File: src/prach_pkg.sv
package prach_pkg;

   localparam int n_carriers = 2;    // carriers served round robin
   localparam int precision  = 16;   // bits per I or Q
   localparam int usr_id_bw  = 2;
   localparam int fifo_depth = 16;   // entries per carrier, power of two
   localparam int pkt_len    = 4;    // beats per oran packet
   localparam int cnt_bw     = 8;    // error counter width

   // derived widths
   localparam int car_bw  = (n_carriers > 1) ? $clog2(n_carriers) : 1;
   localparam int fifo_aw = $clog2(fifo_depth);
   localparam int lvl_bw  = fifo_aw + 1;                  // level spans 0..fifo_depth
   localparam int beat_bw = (pkt_len > 1) ? $clog2(pkt_len) : 1;
   localparam int prod_bw = 2*precision + 2;              // product plus room to negate

   // sized constants so compares stay width clean
   localparam logic [car_bw-1:0]  last_car  = car_bw'(n_carriers - 1);
   localparam logic [lvl_bw-1:0]  full_lvl  = lvl_bw'(fifo_depth);
   localparam logic [lvl_bw-1:0]  pkt_lvl   = lvl_bw'(pkt_len);
   localparam logic [beat_bw-1:0] last_beat = beat_bw'(pkt_len - 1);
   localparam logic signed [precision-1:0] sat_hi = {1'b0, {(precision-1){1'b1}}};
   localparam logic signed [precision-1:0] sat_lo = {1'b1, {(precision-1){1'b0}}};

   typedef struct packed {
      logic signed [precision-1:0] q;   // upper half of the iq word
      logic signed [precision-1:0] i;   // lower half
   } prach_iq_t;

   typedef struct packed {
      prach_iq_t             iq;
      logic [usr_id_bw-1:0]  usr_id;
   } prach_sample_t;                    // fifo payload, 34 bits

   typedef struct packed {
      logic        sign;                // negate after shift
      logic [3:0]  scaler;              // shift is 16 minus this
      logic [15:0] fraction;            // unsigned, 32768 is one half
   } prach_gain_cfg_t;

   typedef struct packed {
      logic [2*precision-1:0]        tdata;
      logic [car_bw+usr_id_bw-1:0]   tuser;   // carrier index above user id
      logic                          tlast;
   } prach_oran_t;

   typedef struct packed {
      logic [cnt_bw-1:0] vld_wo_rdy;
      logic [cnt_bw-1:0] fifo_ovfl;
   } prach_err_t;

endpackage
File: src/prach_sample_fifo.sv
`timescale 1ns/1ps

module prach_sample_fifo (
   input  logic                             clk_1x,
   input  logic                             resetn_1x,
   input  logic                             wr,
   input  logic                             rd,
   input  prach_pkg::prach_sample_t         din,
   output prach_pkg::prach_sample_t         dout,    // head entry, valid while not empty
   output logic                             empty,
   output logic [prach_pkg::lvl_bw-1:0]     level,
   output logic                             ovfl     // write dropped on a full fifo
);

   prach_pkg::prach_sample_t              mem [prach_pkg::fifo_depth];
   logic [prach_pkg::fifo_aw-1:0]         wp;      // next slot to write
   logic [prach_pkg::fifo_aw-1:0]         rp;      // head slot
   logic                                  full;
   logic                                  do_wr;
   logic                                  do_rd;

   assign full  = (level == prach_pkg::full_lvl);
   assign empty = (level == '0);
   assign do_wr = wr & ~full;    // full wins even with a read in the same cycle
   assign do_rd = rd & ~empty;
   assign dout  = mem[rp];

   always_ff @(posedge clk_1x) begin
      if (do_wr) begin
         mem[wp] <= din;
      end
   end

   // pointers wrap on their own since depth is a power of two
   always_ff @(posedge clk_1x) begin
      if (!resetn_1x) begin
         wp    <= '0;
         rp    <= '0;
         level <= '0;
         ovfl  <= 1'b0;
      end else begin
         if (do_wr)
            wp <= wp + 1'b1;
         if (do_rd)
            rp <= rp + 1'b1;
         case ({do_wr, do_rd})
            2'b10:   level <= level + 1'b1;
            2'b01:   level <= level - 1'b1;
            default: level <= level;    // both or neither keeps the level
         endcase
         ovfl <= wr & full;             // one pulse per lost sample
      end
   end

endmodule

File: config.mk
export PLATFORM = sky130hd
export DESIGN_NAME = prach_sample_fifo
export DESIGN_NICKNAME = d
export VERILOG_FILES = /design/src/prach_pkg.sv /design/src/prach_sample_fifo.sv
export SDC_FILE = /design/constraint.sdc
export NUM_CORES = 1
export LEC_CHECK = 0
export ABC_CLOCK_PERIOD_IN_PS = 7800
export BUFFER_PORTS_ARGS = -buffer_cell sky130_fd_sc_hd__clkbuf_2
export CAP_MARGIN = 20
export CORE_AREA = 3 3 266 334
export DETAILED_ROUTE_END_ITERATION = 7
export DIE_AREA = 0 0 269 337
export PLACE_DENSITY = 0.49
export SKIP_LAST_GASP = 1
export SYNTH_ARGS = -nofsm -noshare
export SYNTH_HDL_FRONTEND = slang
export SYNTH_SLANG_ARGS = --single-unit
File: constraint.sdc
create_clock -name clk_1x -period 7.8 [get_ports clk_1x]
set_clock_uncertainty 0.2 [all_clocks]
set_input_delay 0.78 -clock clk_1x [delete_from_list [all_inputs] [get_ports clk_1x]]
set_output_delay 0.78 -clock clk_1x [all_outputs]
set_load 0.02 [all_outputs]
==> results of run 1 <==
## cell usage after synthesis, types with 2 or more instances
cell type,instances
inv_1,5
mux4_2,170
xnor2_1,5
nor2_1,15
buf_2,6
and2_1,7
clkbuf_1,26
mux2i_1,4
o21a_1,6
o211ai_1,2
nand3_1,4
ha_1,8
dfxtp_1,18
buf_6,3
buf_1,11
nor3_1,7
nand2_1,9
and3b_2,2
edfxtp_1,544
nand2b_1,3
o21ai_0,3
nor2b_1,6
## layer usage
metal	routed length (um)	GRT usage, %
met3	2670	2.12
met2	26400	20.0
met5	13	0
met4	1200	3.68
met1	21400	14.5
## per-stage QoR
stage          area, um^2  std cells  worst slack [ns]  hold slack, ns  util [%]
6_report            25100       2201              3.20           0.279      29.3
5_1_grt             25100       2199              2.93           0.273      29.3
4_1_cts             25100       2196              3.05           0.224      29.3
3_5_place_dp        23300       2092              3.73           0.338      27.2
3_3_place_gp        23300       2092              3.78           0.338      27.2
2_1_floorplan       21400        881              3.66           0.335         -
## kinds of logic (layout without fill, tap and decap cells)
logic type / count (synthesis) / after routing / synth area share, %
buffers and inverters: 52 / 209 / 1.07
other: 0 / 4 / 0
multiplexers: 174 / 174 / 18.1
adder cells (fa/ha/maj): 8 / 8 / 0.467
XOR/XNOR: 6 / 6 / 0.245
AND/OR/NAND/NOR: 58 / 58 / 1.44
AO/OA/AOI/OAI: 21 / 21 / 0.748
flip-flops: 562 / 562 / 78.0
## path summary, 6_finish.rpt
check             cells past startpoint      from  endpoint
setup / recovery                      4      flop  dout[18]
hold / removal                        3        wr      ovfl
setup reg to reg                      8  level[1]  level[4]
hold reg to reg                       2  level[4]      ovfl
## placed cells by master (no fill, tap or decap), types with 5 or more instances in the layout
cell type / count
nor2_4: 12
o21a_1: 6
nor2b_1: 6
xnor2_1: 5
clkbuf_1: 6
clkinv_4: 5
clkinv_2: 12
clkinv_1: 13
inv_1: 5
edfxtp_1: 544
mux4_2: 170
buf_4: 21
and2_1: 7
ha_1: 8
nand2_1: 9
clkbuf_2: 78
clkbuf_16: 56
clkinvlp_4: 6
dfxtp_1: 14
## area by class of cell
type | instances | area share [%]
Inverter | 5 | 0.0747
Multi-Input combinational cell | 267 | 18.3
Clock inverter | 42 | 1.34
Timing Repair Buffer | 100 | 2.29
Clock buffer | 62 | 5.67
Tap cell | 1159 | 5.77
Antenna cell | 4 | 0.0398
Sequential cell | 562 | 66.5
## sequential cells by signal, indices dropped and copies added (netlist names), named ones only
register and cells:
mem 544, level 5, rp 4, wp 4, ovfl 1
## worst max-delay path, cell delays in order, from the launching register on
cell and delay [ns]:
dfxtp_4 0.73, buf_4 0.84, mux4_2 0.61, mux4_2 0.54, clkbuf_2 0.18
## power by group
group	switching [mW]	internal (mW)
Clock	1.16	1.42
Sequential	0.0988	3.42
Combinational	0.764	0.730
Total	2.02	5.57
==> metrics.txt, run 1 <==
Setup TNS=0 ns; routability cong.=0.660; Die H=337 um; Area contributors post-synth=edfxtp_1 76%, mux4_2 18%, dfxtp_1 1.7%; crit share post-route=58.9%; Critical Path AT=3.62 ns; Chip Width=269 um; PwrDens=302 nW/um^2; Final Max Tran Viols=0; total gr overflow=0; crit start category=flop; minimum clock period=4.60 ns; Worst-path clk slew=0.06 ns; Final Hold Viols=0; cts hold-fix bufs=0; CTS buffer count=56; CP Capture Type=output port; share of the synthesized area in the top cell type=76.3%; Fmax=0.218 GHz; Leak=7.54 nW; H-tree levels=2; Critical Path RT=6.82 ns; filler cell count in the final layout=8308; insertion delay to the later sink of the worst-skew pair=0.62 ns; starting density of the core=25.0%; Post-Syn Area per Cell=24.3 um^2; DR vias=9545; row count=120; worst-path maximum fanout=45; Total Routing Usage GR=11.5%; number of port buffers=78; first-pass GRT wire length=74.8 mm; max cap viols=0; vias in the first global route=10.5k; wire length per cell=23.5 um; antenna viol nets, final=0; Tot Pwr=7.59 mW; drt total wl=51.7 mm; EDFF count, synth=544; HP Class=in2reg; Ys Warns=0; root buf cell=clkbuf_16; fraction of registers with async set/reset=0%; core area=85700 um^2; Final nets=1038; # setup viols final=0; Peak supply drop=0.176 mV; num ports=79; DRT Pass-1 Iters=5; #FFs+latches synth=562; post-synthesis net count=927; sequential area share after synthesis=78.0%; RSZ-0062 raised after global routing=no; largest net degree at the start of global routing=59; Die ar.=90700 um^2; Crit Path Class=reg2out; Reg area=16700 um^2; layout cells sized above 1=36.7%; Vias/cell=4.34; DP HPWL=26.1 mm; Post-Syn Area=21400 um^2; status=complete, no violations; multi-input combinational cell area=4600 um^2; flop-to-flop setup slack=4.50 ns; Post-CTS Setup Repair Bufs=0; Slew @ Worst Pin=1.00 ns; clock tree from TritonCTS=yes; Yosys top cell by area=edfxtp_1; count of cell types in the netlist=39; initial antenna violation count=5; slew margin rel.=33.3%; Mapped Cells=881; CTS sink cnt=562; Syn-to-layout area delta=17.3%; Resized cells post-CTS=0; DRT iter0 DRCs=766; CTS max path bufs=3; Primary FF master, synth=edfxtp_1; Residual DRC=0
Power figures use the tool's default switching activity.
==> run 2, diff against run 1 <==
--- a/config.mk
+++ b/config.mk
@@ -5,7 +5,7 @@
 export SDC_FILE = /design/constraint.sdc
 export NUM_CORES = 1
 export LEC_CHECK = 0
-export ABC_CLOCK_PERIOD_IN_PS = 7800
+export ABC_CLOCK_PERIOD_IN_PS = 4600
 export BUFFER_PORTS_ARGS = -buffer_cell sky130_fd_sc_hd__clkbuf_2
 export CAP_MARGIN = 20
 export CORE_AREA = 3 3 266 334
==> constraint.sdc (replaced) <==
create_clock -name clk_1x -period 4.6 [get_ports clk_1x]
set_clock_uncertainty 0.2 [all_clocks]
set_input_delay 0.46 -clock clk_1x [delete_from_list [all_inputs] [get_ports clk_1x]]
set_output_delay 0.46 -clock clk_1x [all_outputs]
set_load 0.02 [all_outputs]
==> metrics.txt, run 2 (same netlist as run 1, synthesis figures left out) <==
H-tree levels=2 (unchanged); Largest register FFs=544 (unchanged); PwrDens=512 nW/um^2 (+69%); CTS buffer count=52 (-7.1%); Fmax=0.273 GHz; Hold Startpoint=din[5]; slew margin rel.=41.2% (+7.9 points); DRT Pass-1 Iters=4 (-1); starting density of the core=25.0% (unchanged); slowest cell on the critical path=dfxtp_4; Total Routing Usage GR=11.2% (-0.33 points); DRT iter0 DRCs=686 (-10%); Largest Register=mem; post-route cell area=25200 um^2 (+0.37%); number of port buffers=78 (unchanged); Die H=337 um (unchanged); Resized cells post-CTS=0 (unchanged); worst path cell trace=buf_12 > mux4_2 > mux4_2 > clkbuf_2; insertion delay to the later sink of the worst-skew pair=0.58 ns (-0.04 ns); Leak=7.60 nW (+0.83%); CTS max path bufs=3 (unchanged); RSZ-0062 raised after global routing=no; drt total wl=50.3 mm (-2.7%); layout cells sized above 1=36.8% (+0.086 points); wire length per cell=22.8 um (-2.7%); Worst path top cell family by delay=multiplexers; root buf cell=clkbuf_16; total gr overflow=0 (unchanged); Syn-to-layout area delta=17.8%; crit share post-route=79.6%; RR Startpoint=level[1]; Peak supply drop=0.381 mV (+120%); max cap viols=0 (unchanged); Top Layer Used=met5; routability cong.=0.690 (+4.5%); commonest non-fill, non-tap cell in the layout=edfxtp_1; metal3 WL=2.05 mm (-23%); Setup TNS=0 ns (unchanged); Largest stage delay, worst path=0.73 ns (-0.11 ns); initial antenna violation count=4 (-1); CP Capture Type=output port; Slew @ Worst Pin=0.880 ns (-0.120 ns); Largest regs=mem: 544 flops, level: 5 flops; Residual DRC=0 (unchanged); worst-path maximum fanout=37 (-18%); row count=120 (unchanged); crit start category=flop; Die ar.=90700 um^2 (unchanged); # setup viols final=0 (unchanged); Worst-path clk slew=0.07 ns (about the same); HP Class=in2reg; buffers plus inverters on the worst setup path=2 (unchanged); DR vias=9447 (-1.0%); Final Hold Viols=0 (unchanged); Critical Path RT=3.94 ns (-2.88 ns); clock tree from TritonCTS=yes; DP HPWL=27.2 mm (+4.4%); num ports=79 (unchanged); Crit Path Class=reg2out; Chip Width=269 um (unchanged); crit-path most repeated cell=mux4_2; vias in the first global route=10.3k (-1.8%); antenna viol nets, final=0 (unchanged); minimum clock period=3.66 ns; Final nets=1047 (+0.87%); Core Util, Final=29.4% (+0.11 points); placed instance area=23500 um^2 (+0.74%); first-pass GRT wire length=73.3 mm (-1.9%); WL met2=26.3 mm (-0.69%); largest net degree at the start of global routing=46 (-22%); status=complete, no violations; Critical Path AT=3.00 ns (-0.62 ns); Vias/cell=4.29 (-1.0%); CTS sink cnt=562 (unchanged); most frequent cells in the layout=544 x edfxtp_1, 170 x mux4_2, 78 x clkbuf_2; hold_ws=0.0800 ns (-0.199 ns); WL met1=20.7 mm (-3.0%); core area=85700 um^2 (unchanged); Final Max Tran Viols=0 (unchanged)
==> run 2: changes by cell type in the layout (fill, tap and decap cells not counted), moves of 4 or more <==
| cell | change |
|---|---|
| buf_4 | +7 |
| buf_12 | +6 |
| clkbuf_1 | +4 |
| clkinv_1 | -4 |
| clkinv_4 | -4 |
| clkinvlp_4 | -4 |
==> run 2: repair_timing <==
action	CTS	global route
endpoints found under the hold margin	1	0
endpoints found under the setup margin	0	0
buffers inserted	0	0
hold buffers	1	0
==> run 2: worst paths after layout <==
kind	to	slack (ns)	cells past startpoint
hold / removal	mem[2][5]	0.08	1
setup / recovery	dout[6]	0.94	4
setup reg to reg	level[4]	1.32	8
hold reg to reg	ovfl	0.38	2
==> run 2: through the flow <==
step,setup slack (ns),power [mW],instances
floorplan,0.457,7.91,881
global placement,1.36,8.76,2105
detailed placement,1.38,8.77,2105
CTS,0.808,13.2,2200
global route,0.732,13.5,2200
finish,0.939,12.9,2201
==> run 2: final cells by class <==
class / count / area (um^2)
inverters: 5 / 18.8
well taps: 1159 / 1450
multi-input cells: 267 / 4600
fillers: 8285 / 60500
clock buffers: 64 / 1390
repair buffers: 113 / 731
diodes: 1 / 2.50
flip-flops and latches: 562 / 16700
clock inverters: 30 / 317
==> run 2: per-layer routing <==
metal / up-vias / global-route usage (%)
met4: 4 / 3.28
met1: 5129 / 14.1
met2: 212 / 19.7
li1: 4028 / -
met5: - / 0
met3: 74 / 1.97
==> run 2: power breakdown <==
group	leakage [nW]	switching, mW	internal, mW
Clock	0.832	1.86	2.49
Combinational	1.71	1.30	1.30
Sequential	5.06	0.178	5.79
Total	7.60	3.34	9.58
