===== config.mk =====
export PLATFORM = sky130hd
export DESIGN_NAME = prach_oran_packer
export DESIGN_NICKNAME = d
export VERILOG_FILES = /design/src/prach_pkg.sv /design/src/prach_oran_packer.sv
export SDC_FILE = /design/constraint.sdc
export NUM_CORES = 1
export LEC_CHECK = 0
export BUFFER_PORTS_ARGS = -buffer_cell sky130_fd_sc_hd__buf_2
export CAP_MARGIN = 20
export CORE_MARGIN = 3
export CORE_UTILIZATION = 41
export DETAILED_ROUTE_END_ITERATION = 8
export PLACE_DENSITY = 0.88
export SLEW_MARGIN = 20
export SYNTH_ARGS = -nofsm -noshare
export SYNTH_HDL_FRONTEND = slang
export SYNTH_SLANG_ARGS = --single-unit

===== constraint.sdc =====
create_clock -name clk_1x -period 1.8 [get_ports clk_1x]
set_input_delay 0.27 -clock clk_1x [delete_from_list [all_inputs] [get_ports clk_1x]]
set_output_delay 0.27 -clock clk_1x [all_outputs]
set_load 0.02 [all_outputs]

===== src/prach_pkg.sv =====
package prach_pkg;

   localparam int n_carriers = 2;    // carriers served round robin
   localparam int precision  = 16;   // bits per I or Q
   localparam int usr_id_bw  = 2;
   localparam int fifo_depth = 16;   // entries per carrier, power of two
   localparam int pkt_len    = 4;    // beats per oran packet
   localparam int cnt_bw     = 8;    // error counter width

   // derived widths
   localparam int car_bw  = (n_carriers > 1) ? $clog2(n_carriers) : 1;
   localparam int fifo_aw = $clog2(fifo_depth);
   localparam int lvl_bw  = fifo_aw + 1;                  // level spans 0..fifo_depth
   localparam int beat_bw = (pkt_len > 1) ? $clog2(pkt_len) : 1;
   localparam int prod_bw = 2*precision + 2;              // product plus room to negate

   // sized constants so compares stay width clean
   localparam logic [car_bw-1:0]  last_car  = car_bw'(n_carriers - 1);
   localparam logic [lvl_bw-1:0]  full_lvl  = lvl_bw'(fifo_depth);
   localparam logic [lvl_bw-1:0]  pkt_lvl   = lvl_bw'(pkt_len);
   localparam logic [beat_bw-1:0] last_beat = beat_bw'(pkt_len - 1);
   localparam logic signed [precision-1:0] sat_hi = {1'b0, {(precision-1){1'b1}}};
   localparam logic signed [precision-1:0] sat_lo = {1'b1, {(precision-1){1'b0}}};

   typedef struct packed {
      logic signed [precision-1:0] q;   // upper half of the iq word
      logic signed [precision-1:0] i;   // lower half
   } prach_iq_t;

   typedef struct packed {
      prach_iq_t             iq;
      logic [usr_id_bw-1:0]  usr_id;
   } prach_sample_t;                    // fifo payload, 34 bits

   typedef struct packed {
      logic        sign;                // negate after shift
      logic [3:0]  scaler;              // shift is 16 minus this
      logic [15:0] fraction;            // unsigned, 32768 is one half
   } prach_gain_cfg_t;

   typedef struct packed {
      logic [2*precision-1:0]        tdata;
      logic [car_bw+usr_id_bw-1:0]   tuser;   // carrier index above user id
      logic                          tlast;
   } prach_oran_t;

   typedef struct packed {
      logic [cnt_bw-1:0] vld_wo_rdy;
      logic [cnt_bw-1:0] fifo_ovfl;
   } prach_err_t;

endpackage

===== src/prach_oran_packer.sv =====
`timescale 1ns/1ps

module prach_oran_packer (
   input  logic                                                    clk_1x,
   input  logic                                                    resetn_1x,
   input  logic [prach_pkg::n_carriers-1:0][prach_pkg::lvl_bw-1:0] level,
   input  prach_pkg::prach_sample_t [prach_pkg::n_carriers-1:0]    head,
   output logic [prach_pkg::n_carriers-1:0]                        rd,
   input  logic [prach_pkg::n_carriers-1:0]                        ovfl,
   input  logic                                                    swap_iq,
   input  logic                                                    clear,
   output prach_pkg::prach_oran_t                                  oran_out,
   output logic                                                    oran_valid,
   input  logic                                                    oran_ready,
   output prach_pkg::prach_err_t                                   err
);

   logic [prach_pkg::car_bw-1:0]   rr_ptr;     // first carrier looked at when idle
   logic [prach_pkg::car_bw-1:0]   cur;        // carrier of the packet in flight
   logic [prach_pkg::car_bw-1:0]   idx;        // search walker
   logic [prach_pkg::car_bw-1:0]   sel;        // winner of the search
   logic                           found;
   logic [prach_pkg::beat_bw-1:0]  beat;       // beat number inside the packet
   logic                           swap_q;     // swap setting frozen per packet
   logic                           xfer;
   logic [prach_pkg::cnt_bw-1:0]   vld_cnt;
   logic [prach_pkg::cnt_bw-1:0]   ovfl_cnt;
   prach_pkg::prach_sample_t       cur_smp;

   assign xfer = oran_valid & oran_ready;

   // round robin search from rr_ptr for a carrier holding a whole packet
   always_comb begin
      found = 1'b0;
      sel   = rr_ptr;
      idx   = rr_ptr;
      for (int k = 0; k < prach_pkg::n_carriers; k++) begin
         if (!found && (level[idx] >= prach_pkg::pkt_lvl)) begin
            found = 1'b1;
            sel   = idx;
         end
         idx = (idx == prach_pkg::last_car) ? '0 : idx + 1'b1;   // wrap to carrier 0
      end
   end

   // packet control, idle for one cycle between packets so levels are fresh
   always_ff @(posedge clk_1x) begin
      if (!resetn_1x) begin
         oran_valid <= 1'b0;
         rr_ptr     <= '0;          // carrier 0 goes first after reset
         cur        <= '0;
         beat       <= '0;
         swap_q     <= 1'b0;
      end else if (!oran_valid) begin
         if (found) begin
            oran_valid <= 1'b1;
            cur        <= sel;
            beat       <= '0;
            swap_q     <= swap_iq;
         end
      end else if (oran_ready) begin
         beat <= beat + 1'b1;
         if (beat == prach_pkg::last_beat) begin
            oran_valid <= 1'b0;    // packet done, next search starts after cur
            rr_ptr     <= (cur == prach_pkg::last_car) ? '0 : cur + 1'b1;
         end
      end
   end

   // pop the head of the carrier in flight on each transfer
   always_comb begin
      rd      = '0;
      rd[cur] = xfer;
   end

   // beat comes straight off the fifo head, which only moves on a pop
   // so the word holds steady while stalled
   assign cur_smp = head[cur];

   always_comb begin
      if (swap_q)
         oran_out.tdata = {cur_smp.iq.i, cur_smp.iq.q};   // q into the low half
      else
         oran_out.tdata = cur_smp.iq;
      oran_out.tuser = {cur, cur_smp.usr_id};
      oran_out.tlast = (beat == prach_pkg::last_beat);
   end

   // error counters, saturating, clear has priority
   always_ff @(posedge clk_1x) begin
      if (!resetn_1x) begin
         vld_cnt  <= '0;
         ovfl_cnt <= '0;
      end else if (clear) begin
         vld_cnt  <= '0;
         ovfl_cnt <= '0;
      end else begin
         if (oran_valid && !oran_ready && (vld_cnt != '1))
            vld_cnt <= vld_cnt + 1'b1;      // one per stalled cycle
         if ((|ovfl) && (ovfl_cnt != '1))
            ovfl_cnt <= ovfl_cnt + 1'b1;    // carriers ored, one count per cycle
      end
   end

   assign err = '{vld_wo_rdy: vld_cnt, fifo_ovfl: ovfl_cnt};

endmodule


==> run summary, run 1 <==
Status - finished, violations left
Failing checks - setup timing
Clk_skew - 3.22 ps
GR Layer Usage met3 - 0.0766
Initial antenna violation count - 0
Hold/Removal Path Class - in2reg
Pwr Density - 486 mW/mm²
Number of global-route vias before repair - 2014
Number of diodes - 0
Fill cells - 317
Met2 Usage GRT - 0.427
NumNets Final - 388
Worst slew pin tran - 436 ps
Leak Pwr - 1.26 nW
Syn avg cell area - 11.5 µm²
Worst Path Required - 1530 ps
Number of I/O pins - 140
Clock root cell - clkbuf_8
Critical path's largest stage delay - 540 ps
Vias - 2040
Synth Instances - 162
DRT antenna net count - 0
CTS sink cnt - 22
Global route hottest layer - met2
Clk_lat worst skew - 260 ps
Final Setup Violations - 5
GRT overflow - 0
First-pass GRT wire length - 9620 µm
Wire per inst - 19.4 µm
Detailed Route WL - 6750 µm
Die Wd - 73.3 µm
DRC viols - 0
Clk buf depth - 2
Syn_nets - 250
Share of cells above drive strength 1 - 0.641
Initial Util - 0.445
Startpoint types - flip-flop
TritonCTS clock tree - yes
Crit path DAT - 1550 ps
Total CTS buffers - 3
Cell row count - 23
Die area - 0.00537 mm²
Unique masters post-synth - 32
Max capacitance violation total - 0
Layout area overhead - 49.4%
Min cycle time layout - 1820 ps
Synth Register Bits - 22
Commonest non-fill, non-tap cell in the layout - buf_2
CTS clk-pin slew, worst paths - 70 ps
Critical Path End Type - output port
Dpl cell area - 0.00260 mm²
Largest net degree at the start of global routing - 33
Slack of the critical path - -19.1 ps
Final Hold Vio Count - 0
CP max FO - 11
Total Routing Usage GR - 0.230
RSZ-0062 raised after global routing - yes
Core area - 0.00417 mm²
Via-to-Cell Ratio - 5.86
Slew HR - 0.707
H-tree levels - 1
Register area share after synthesis - 0.237
DRT iter0 DRCs - 153
IO Port Bufs - 135
Final period util - 1.01
Mapped cell area - 0.00186 mm²
Finished Cell Area - 0.00277 mm²
Met1 global-route usage - 0.228
Max Freq - 550 MHz
Detailed Routing Iterations Pass 1 - 5
Synth warnings - 0
Dpl hpwl - 5020 µm
Fin. max-slew vios - 0
Worst path slowest cell - mux4_2
Most frequent cells in the layout - buf_2 (124), mux4_2 (32), dfxtp_1 (21)
Worst IR Drop VDD - 0.461 mV
Die height - 73.3 µm
CP cell instances - buf_12 > mux4_2 > buf_6
Total power - 0.00135 W
Dpl ws - 195 ps
Final Wtd Congestion - 0.785
Crit Path Category - reg2out
## worst max-delay path, delay by kind of cell (launching register included)
family	cells	cell delay [ps]
buf+inv	2	320
mux	1	540
flops	1	420
## flip-flops by register name, indices dropped and copies added, names as in the netlist
name	count
swap_q	1
beat	2
vld_cnt	8
ovfl_cnt	8
rr_ptr	1
oran_valid	1
cur	1
## metal layers
| layer | vias to the layer above | routed length [µm] | part of all wire |
|---|---|---|---|
| met1 | 957 | 2150 | 0.32 |
| li1 | 926 | - | - |
| met2 | 134 | 3490 | 0.52 |
| met5 | - | 0 | 0 |
| met3 | 23 | 827 | 0.12 |
| met4 | 0 | 280 | 0.041 |
## cell type report
type	instances	area, µm²	area share
Clock buffer	3	41.3	0.0149
Multi-Input combinational cell	126	1340	0.484
Inverter	2	7.51	0.00271
Sequential cell	22	444	0.160
Timing Repair Buffer	145	876	0.316
Tap cell	50	62.6	0.0226
## path summary, 6_finish.rpt
path	from	to	slack (ps)	cells past startpoint
hold / removal	swap_iq	swap_q	260	3
hold reg to reg	rr_ptr	rr_ptr	460	2
setup reg to reg	ovfl_cnt[0]	ovfl_cnt[1]	270	5
setup / recovery	cur	oran_out[9]	-20	3
## repair_timing
| action | in CTS | in global routing |
|---|---|---|
| gates cloned | 1 | 0 |
| setup buffers | 2 | 1 |
| hold buffers | 0 | 0 |
| gates resized for setup | 7 | 22 |
| endpoints found under the hold margin | 0 | 0 |
| setup endpoints to repair | 32 | 32 |
## power breakdown
group / internal, W / leakage (nW) / switching, W
combinational: 0.000267 / 1.06 / 0.000275
sequential: 0.000494 / 0.179 / 0.00000887
clock: 0.000150 / 0.0216 / 0.000154
total: 0.000910 / 1.26 / 0.000438
## Yosys cell counts (all sizes together)
cell | instances | area [µm²]
a31oi | 1 | 6.26
ha | 3 | 37.5
or2 | 2 | 12.5
mux2i | 5 | 50.1
a21oi | 6 | 30.0
buf | 9 | 55.1
nand4 | 2 | 18.8
nand2 | 9 | 33.8
or4 | 4 | 30.0
inv | 2 | 7.51
and3 | 5 | 31.3
o21ai | 5 | 32.5
nand3 | 7 | 35.0
o31ai | 1 | 7.51
nand2b | 3 | 18.8
clkbuf | 3 | 11.3
a311oi | 2 | 17.5
nor2b | 1 | 13.8
nor3 | 3 | 15.0
mux2 | 2 | 22.5
mux4 | 32 | 721
or3 | 1 | 6.26
nand3b | 1 | 7.51
xor2 | 7 | 61.3
dfxtp | 22 | 440
and4bb | 1 | 12.5
nor2 | 15 | 56.3
o211ai | 8 | 65.1
## per-stage QoR
stage / std cells / hold slack, ps / setup TNS [ps] / utilization
final: 348 / 261 / -52.7 / 0.665
after global routing: 348 / 320 / -834 / 0.665
after CTS: 347 / 260 / -213 / 0.648
after detailed placement: 341 / 451 / 0 / 0.623
after global placement: 341 / 437 / 0 / 0.623
after floorplan: 162 / 416 / 0 / -
## logic make-up after synthesis
kind of cell | count (synthesis) | synth area share
AOI/OAI and AO/OA | 23 | 0.0856
xor gates and xnor gates | 7 | 0.0330
adders and majority gates | 3 | 0.0202
buffers and inverters | 14 | 0.0398
DFF | 22 | 0.237
muxes | 39 | 0.427
and+or+nand+nor | 54 | 0.157
Note: power is estimated with default switching activity, not from simulation.
==> run 2, diff against run 1 <==
--- a/config.mk
+++ b/config.mk
@@ -5,12 +5,13 @@
 export SDC_FILE = /design/constraint.sdc
 export NUM_CORES = 1
 export LEC_CHECK = 0
+export ABC_AREA = 1
 export BUFFER_PORTS_ARGS = -buffer_cell sky130_fd_sc_hd__buf_2
 export CAP_MARGIN = 20
 export CORE_MARGIN = 3
 export CORE_UTILIZATION = 41
 export DETAILED_ROUTE_END_ITERATION = 8
-export PLACE_DENSITY = 0.88
+export PLACE_DENSITY = 0.87
 export SLEW_MARGIN = 20
 export SYNTH_ARGS = -nofsm -noshare
 export SYNTH_HDL_FRONTEND = slang
==> run summary, run 2 <==
Status - completed
Detailed Routing Iterations Pass 1 - 4
Total Routing Usage GR - 0.200
Final Setup Violations - 0
Vias - 2405
Share of cells above drive strength 1 - 0.390
Fin. max-slew vios - 0
DRT antenna net count - 0
Mapped cell area - 0.00191 mm²
Fill cells - 399
Pwr Density - 474 mW/mm²
Clock root cell - clkbuf_8
Clk buf depth - 2
Worst slew pin tran - 586 ps
Dpl hpwl - 4850 µm
Worst IR Drop VDD - 0.560 mV
Die Wd - 74.2 µm
RSZ-0062 raised after global routing - yes
Unique masters post-synth - 29
TritonCTS clock tree - yes
Async SR Flop Fraction - 0
Min cycle time layout - 1780 ps
Slew HR - 0.609
Final Wtd Congestion - 0.840
Total CTS buffers - 3
Syn_nets - 388
Largest net degree at the start of global routing - 53
Final Hold Vio Count - 0
Final core occ - 0.633
Synth warnings - 0
Clk_lat worst skew - 260 ps
Yosys top cell area share - 0.231
Most common cell in the synthesized netlist - nand2_1
Number of diodes - 0
Syn avg cell area - 6.36 µm²
Post-synth EDFFs - 0
Max capacitance violation total - 0
Commonest non-fill, non-tap cell in the layout - buf_2
DRC viols - 0
Dominant cells by area after synthesis - dfxtp_1 (23%), mux2i_1 (17%), nand2_1 (13%)
Final period util - 0.992
Register area share after synthesis - 0.231
Worst Path Required - 1530 ps
Die height - 74.2 µm
IO Port Bufs - 135
Worst path slowest cell - dfxtp_4
Cell row count - 24
CTS sink cnt - 22
Layout area overhead - 46.4%
NumNets Final - 523
DRT iter0 DRCs - 90
Startpoint types - flip-flop
Critical path's largest stage delay - 440 ps
Critical Path End Type - output port
Synth top cells by count - nand2_1 (64), nor2_1 (47), inv_1 (32), mux2i_1 (32), a21oi_1 (25)
Synth Instances - 300
Crit Path Category - reg2out
Die area - 0.00551 mm²
CP max FO - 6
CP cell instances - buf_12 > mux2i_2 > inv_1 > nor2_1 > a21oi_1 > buf_4
Core area - 0.00441 mm²
Via-to-Cell Ratio - 4.96
Biggest area consumer among synthesized cells - dfxtp_1
Final hold slack - 239 ps
Clk_skew - 1.45 ps
Hold buffers post-CTS - 0
Initial Util - 0.433
Leak Pwr - 1.42 nW
First-pass GRT wire length - 9020 µm
GRT overflow - 0
Synth Flop Type - dfxtp_1
Initial antenna violation count - 0
Hold/Removal Path Class - in2reg
H-tree levels - 1
Crit path DAT - 1510 ps
Wire per inst - 13.2 µm
Number of I/O pins - 140
Synth Register Bits - 22
Biggest regs - ovfl_cnt (8), vld_cnt (8), beat (2)
Detailed Route WL - 6390 µm
Most frequent cells in the layout - buf_2 (133), nand2_1 (64), nor2_1 (47)
CTS clk-pin slew, worst paths - 70 ps
Number of global-route vias before repair - 2113
Max Freq - 560 MHz
## run 2: cell count changes in the layout (fill, tap and decap cells not counted), sizes merged, moves of 5 or more
| cell | delta |
|---|---|
| a21oi | +20 |
| nor2 | +37 |
| inv | +34 |
| o21ai | +18 |
| nand2 | +58 |
| o211ai | -8 |
| mux4 | -32 |
| mux2i | +27 |
| nand3 | +8 |
| xor2 | -5 |
| and3 | -5 |
## run 2: stage by stage
step | setup slack (ps) | instance area (µm²) | power [W] | TNS [ps] | std cells
after global placement | 296 | 2630 | 0.000993 | 0 | 478
after CTS | 13.2 | 2710 | 0.00132 | 0 | 482
final | 15.3 | 2800 | 0.00132 | 0 | 485
after floorplan | 269 | 1910 | 0.000803 | 0 | 300
after detailed placement | 258 | 2630 | 0.00101 | 0 | 478
after global routing | -76.4 | 2800 | 0.00141 | -387 | 485
## run 2: path summary, 6_finish.rpt
kind	startpoint	to	slack [ps]	cells past startpoint
min	resetn_1x	oran_valid	240	3
min reg2reg	beat[1]	beat[1]	490	2
max reg2reg	vld_cnt[0]	vld_cnt[6]	390	7
max	cur	oran_out[18]	20	6
## run 2: worst max-delay path: cells and delay by family (launching register included)
family | cells | cell delay [ps]
buf+inv | 3 | 410
mux | 1 | 220
flops | 1 | 440
compound gates | 1 | 80
simple gates | 1 | 120
## run 2: cell type report
type	count	area (µm²)	share of cell area
Timing Repair Buffer	143	821	0.294
Inverter	36	135	0.0483
Clock buffer	3	41.3	0.0148
Tap cell	52	65.1	0.0233
Sequential cell	22	445	0.159
Multi-Input combinational cell	229	1290	0.461
## run 2: power by group
group          switching (W)  total [W]  internal, W  leakage [nW]
logic               0.000307   0.000520     0.000212          1.22
clock network       0.000150   0.000300     0.000149        0.0216
registers          0.0000106   0.000506     0.000495         0.180
total               0.000468    0.00132     0.000857          1.42
## run 2: layer usage
metal  vias up  share of wire  track usage
met5         -              0            0
met4         0          0.017       0.0435
li1       1239              -            -
met2        97           0.51        0.359
met1      1055           0.40        0.246
met3        14          0.078       0.0432
## run 2: what timing repair did
action | 4_1_cts | 5_1_grt
setup buffers | 0 | 1
pin swaps | 0 | 1
endpoints found under the setup margin | 4 | 23
gates resized for setup | 1 | 10
cloned | 1 | 2
## run 2: logic make-up after synthesis
| kind of cell | Yosys count | synth area share |
|---|---|---|
| compound gates | 50 | 0.138 |
| mux | 32 | 0.168 |
| flops | 22 | 0.231 |
| buf+inv | 49 | 0.111 |
| fa+ha+maj | 3 | 0.0197 |
| xor+xnor | 3 | 0.0138 |
| simple gates | 141 | 0.318 |
==> run 3, diff against run 2 <==
--- a/config.mk
+++ b/config.mk
@@ -11,6 +11,7 @@
 export CORE_MARGIN = 3
 export CORE_UTILIZATION = 41
 export DETAILED_ROUTE_END_ITERATION = 8
+export MAX_ROUTING_LAYER = met4
 export PLACE_DENSITY = 0.87
 export SLEW_MARGIN = 20
 export SYNTH_ARGS = -nofsm -noshare
==> run summary, run 3 (synthesis results as in run 2) <==
Number of global-route vias before repair - 2120
Finished Cell Area - 0.00280 mm²
RSZ-0062 raised after global routing - yes
Cell row count - 24
Slew HR - 0.607
Min cycle time layout - 1780 ps
DRT antenna net count - 0
DRC viols - 0
Initial antenna violation count - 0
Clk buf depth - 2
Vias - 2389
Reg2reg setup slack - 380 ps
IO Port Bufs - 135
Status - completed
Int Pwr - 0.000857 W
GRT overflow - 0
Detailed Route WL - 6380 µm
First-pass GRT wire length - 9030 µm
Slack of the critical path - 17.7 ps
Worst slew pin tran - 589 ps
Commonest non-fill, non-tap cell in the layout - buf_2
Layout area overhead - 46.4%
P_sw - 0.000467 W
Core area - 0.00441 mm²
Hold Path Stages - 3
Hold Path Sink - oran_valid
Worst Path Required - 1530 ps
Worst IR Drop VDD - 0.559 mV
Number of diodes - 0
CTS clk-pin slew, worst paths - 70 ps
Critical Path End Type - output port
Hold_sp - resetn_1x
Final Setup Violations - 0
Fin. max-slew vios - 0
Share of cells above drive strength 1 - 0.390
Die area - 0.00551 mm²
Crit path DAT - 1510 ps
Dpl ws - 258 ps
Clk_skew - 1.45 ps
Total Routing Usage GR - 0.206
Comb power frac - 0.393
Worst reg2reg path endpoint - vld_cnt[6]
Max Freq - 561 MHz
Detailed Routing Iterations Pass 1 - 4
Final period util - 0.990
Pwr Density - 474 mW/mm²
Switching Share - 0.353
Initial Util - 0.433
Most frequent cells in the layout - buf_2 (133), nand2_1 (64), nor2_1 (47)
Dpl cell area - 0.00263 mm²
Max capacitance violation total - 0
Final Hold Vio Count - 0
Clk network pwr share - 0.226
Total CTS buffers - 3
Final Wtd Congestion - 0.853
Die Wd - 74.2 µm
CP max FO - 6
H-tree levels - 1
Number of I/O pins - 140
TritonCTS clock tree - yes
Clk_lat worst skew - 260 ps
Biggest regs - ovfl_cnt (8), vld_cnt (8), beat (2)
Die height - 74.2 µm
NumNets Final - 523
Largest net degree at the start of global routing - 53
Via-to-Cell Ratio - 4.93
Clock root cell - clkbuf_8
Final core occ - 0.633
CTS sink cnt - 22
Crit Path Category - reg2out
Cells on worst reg2reg path - 7
Reg power frac - 0.382
Fill cells - 399
Wire per inst - 13.1 µm
Worst R2R Start - vld_cnt[0]
Hold buffers post-CTS - 0
Hold/Removal Path Class - in2reg
Leak Pwr - 1.42 nW
DRT iter0 DRCs - 91
Dpl hpwl - 4850 µm
Startpoint types - flip-flop
Final hold slack - 240 ps
[run 3: cell type report]
| class | instances | area (µm²) | area share |
|---|---|---|---|
| inverter | 36 | 135 | 0.0483 |
| clock buffer | 3 | 41.3 | 0.0148 |
| multi-input combinational | 229 | 1290 | 0.461 |
| timing repair buffer | 143 | 821 | 0.294 |
| sequential | 22 | 445 | 0.159 |
| tap | 52 | 65.1 | 0.0233 |
[run 3: worst max-delay path, stage by stage (launching register included)]
cell	delay [ps]
dfxtp_4	440
buf_12	150
mux2i_2	220
inv_1	80
nor2_1	120
a21oi_1	80
buf_4	180
[run 3: worst max path at each step]
stage	start	endpoint	slack, ps
floorplan	cur	oran_out[10]	270
global placement	cur	oran_out[21]	300
detailed placement	cur	oran_out[21]	260
CTS	cur	oran_out[6]	10
global route	cur	oran_out[35]	-80
finish	cur	oran_out[18]	20
[run 3: power by group through the flow]
stage | Combinational (W) | Sequential (W) | Clock (W)
6_report | 0.000520 | 0.000506 | 0.000299
5_1_grt | 0.000565 | 0.000508 | 0.000333
4_1_cts | 0.000496 | 0.000505 | 0.000315
3_5_place_dp | 0.000489 | 0.000517 | 0
3_3_place_gp | 0.000477 | 0.000517 | 0
2_1_floorplan | 0.000283 | 0.000521 | 0
[run 3: routing by layer]
metal	global-route usage	share of wire	wire, µm	up-vias
met4	0.0435	0.019	119	0
met5	-	0	0	-
li1	-	-	-	1238
met3	0.0432	0.075	478	14
met1	0.246	0.40	2520	1050
met2	0.359	0.51	3260	87
[run 3: repair_timing]
item | in CTS | in global routing
pin swaps | 0 | 1
endpoints found under the setup margin | 4 | 23
resized for setup | 1 | 10
cloned | 1 | 2
buffers inserted | 0 | 1
endpoints found under the hold margin | 0 | 0
[run 3: through the flow]
step | std cells | setup TNS [ps] | total power, W
2_1_floorplan | 300 | 0 | 0.000803
3_3_place_gp | 478 | 0 | 0.000993
3_5_place_dp | 478 | 0 | 0.00101
4_1_cts | 482 | 0 | 0.00132
5_1_grt | 485 | -387 | 0.00141
6_report | 485 | 0 | 0.00132
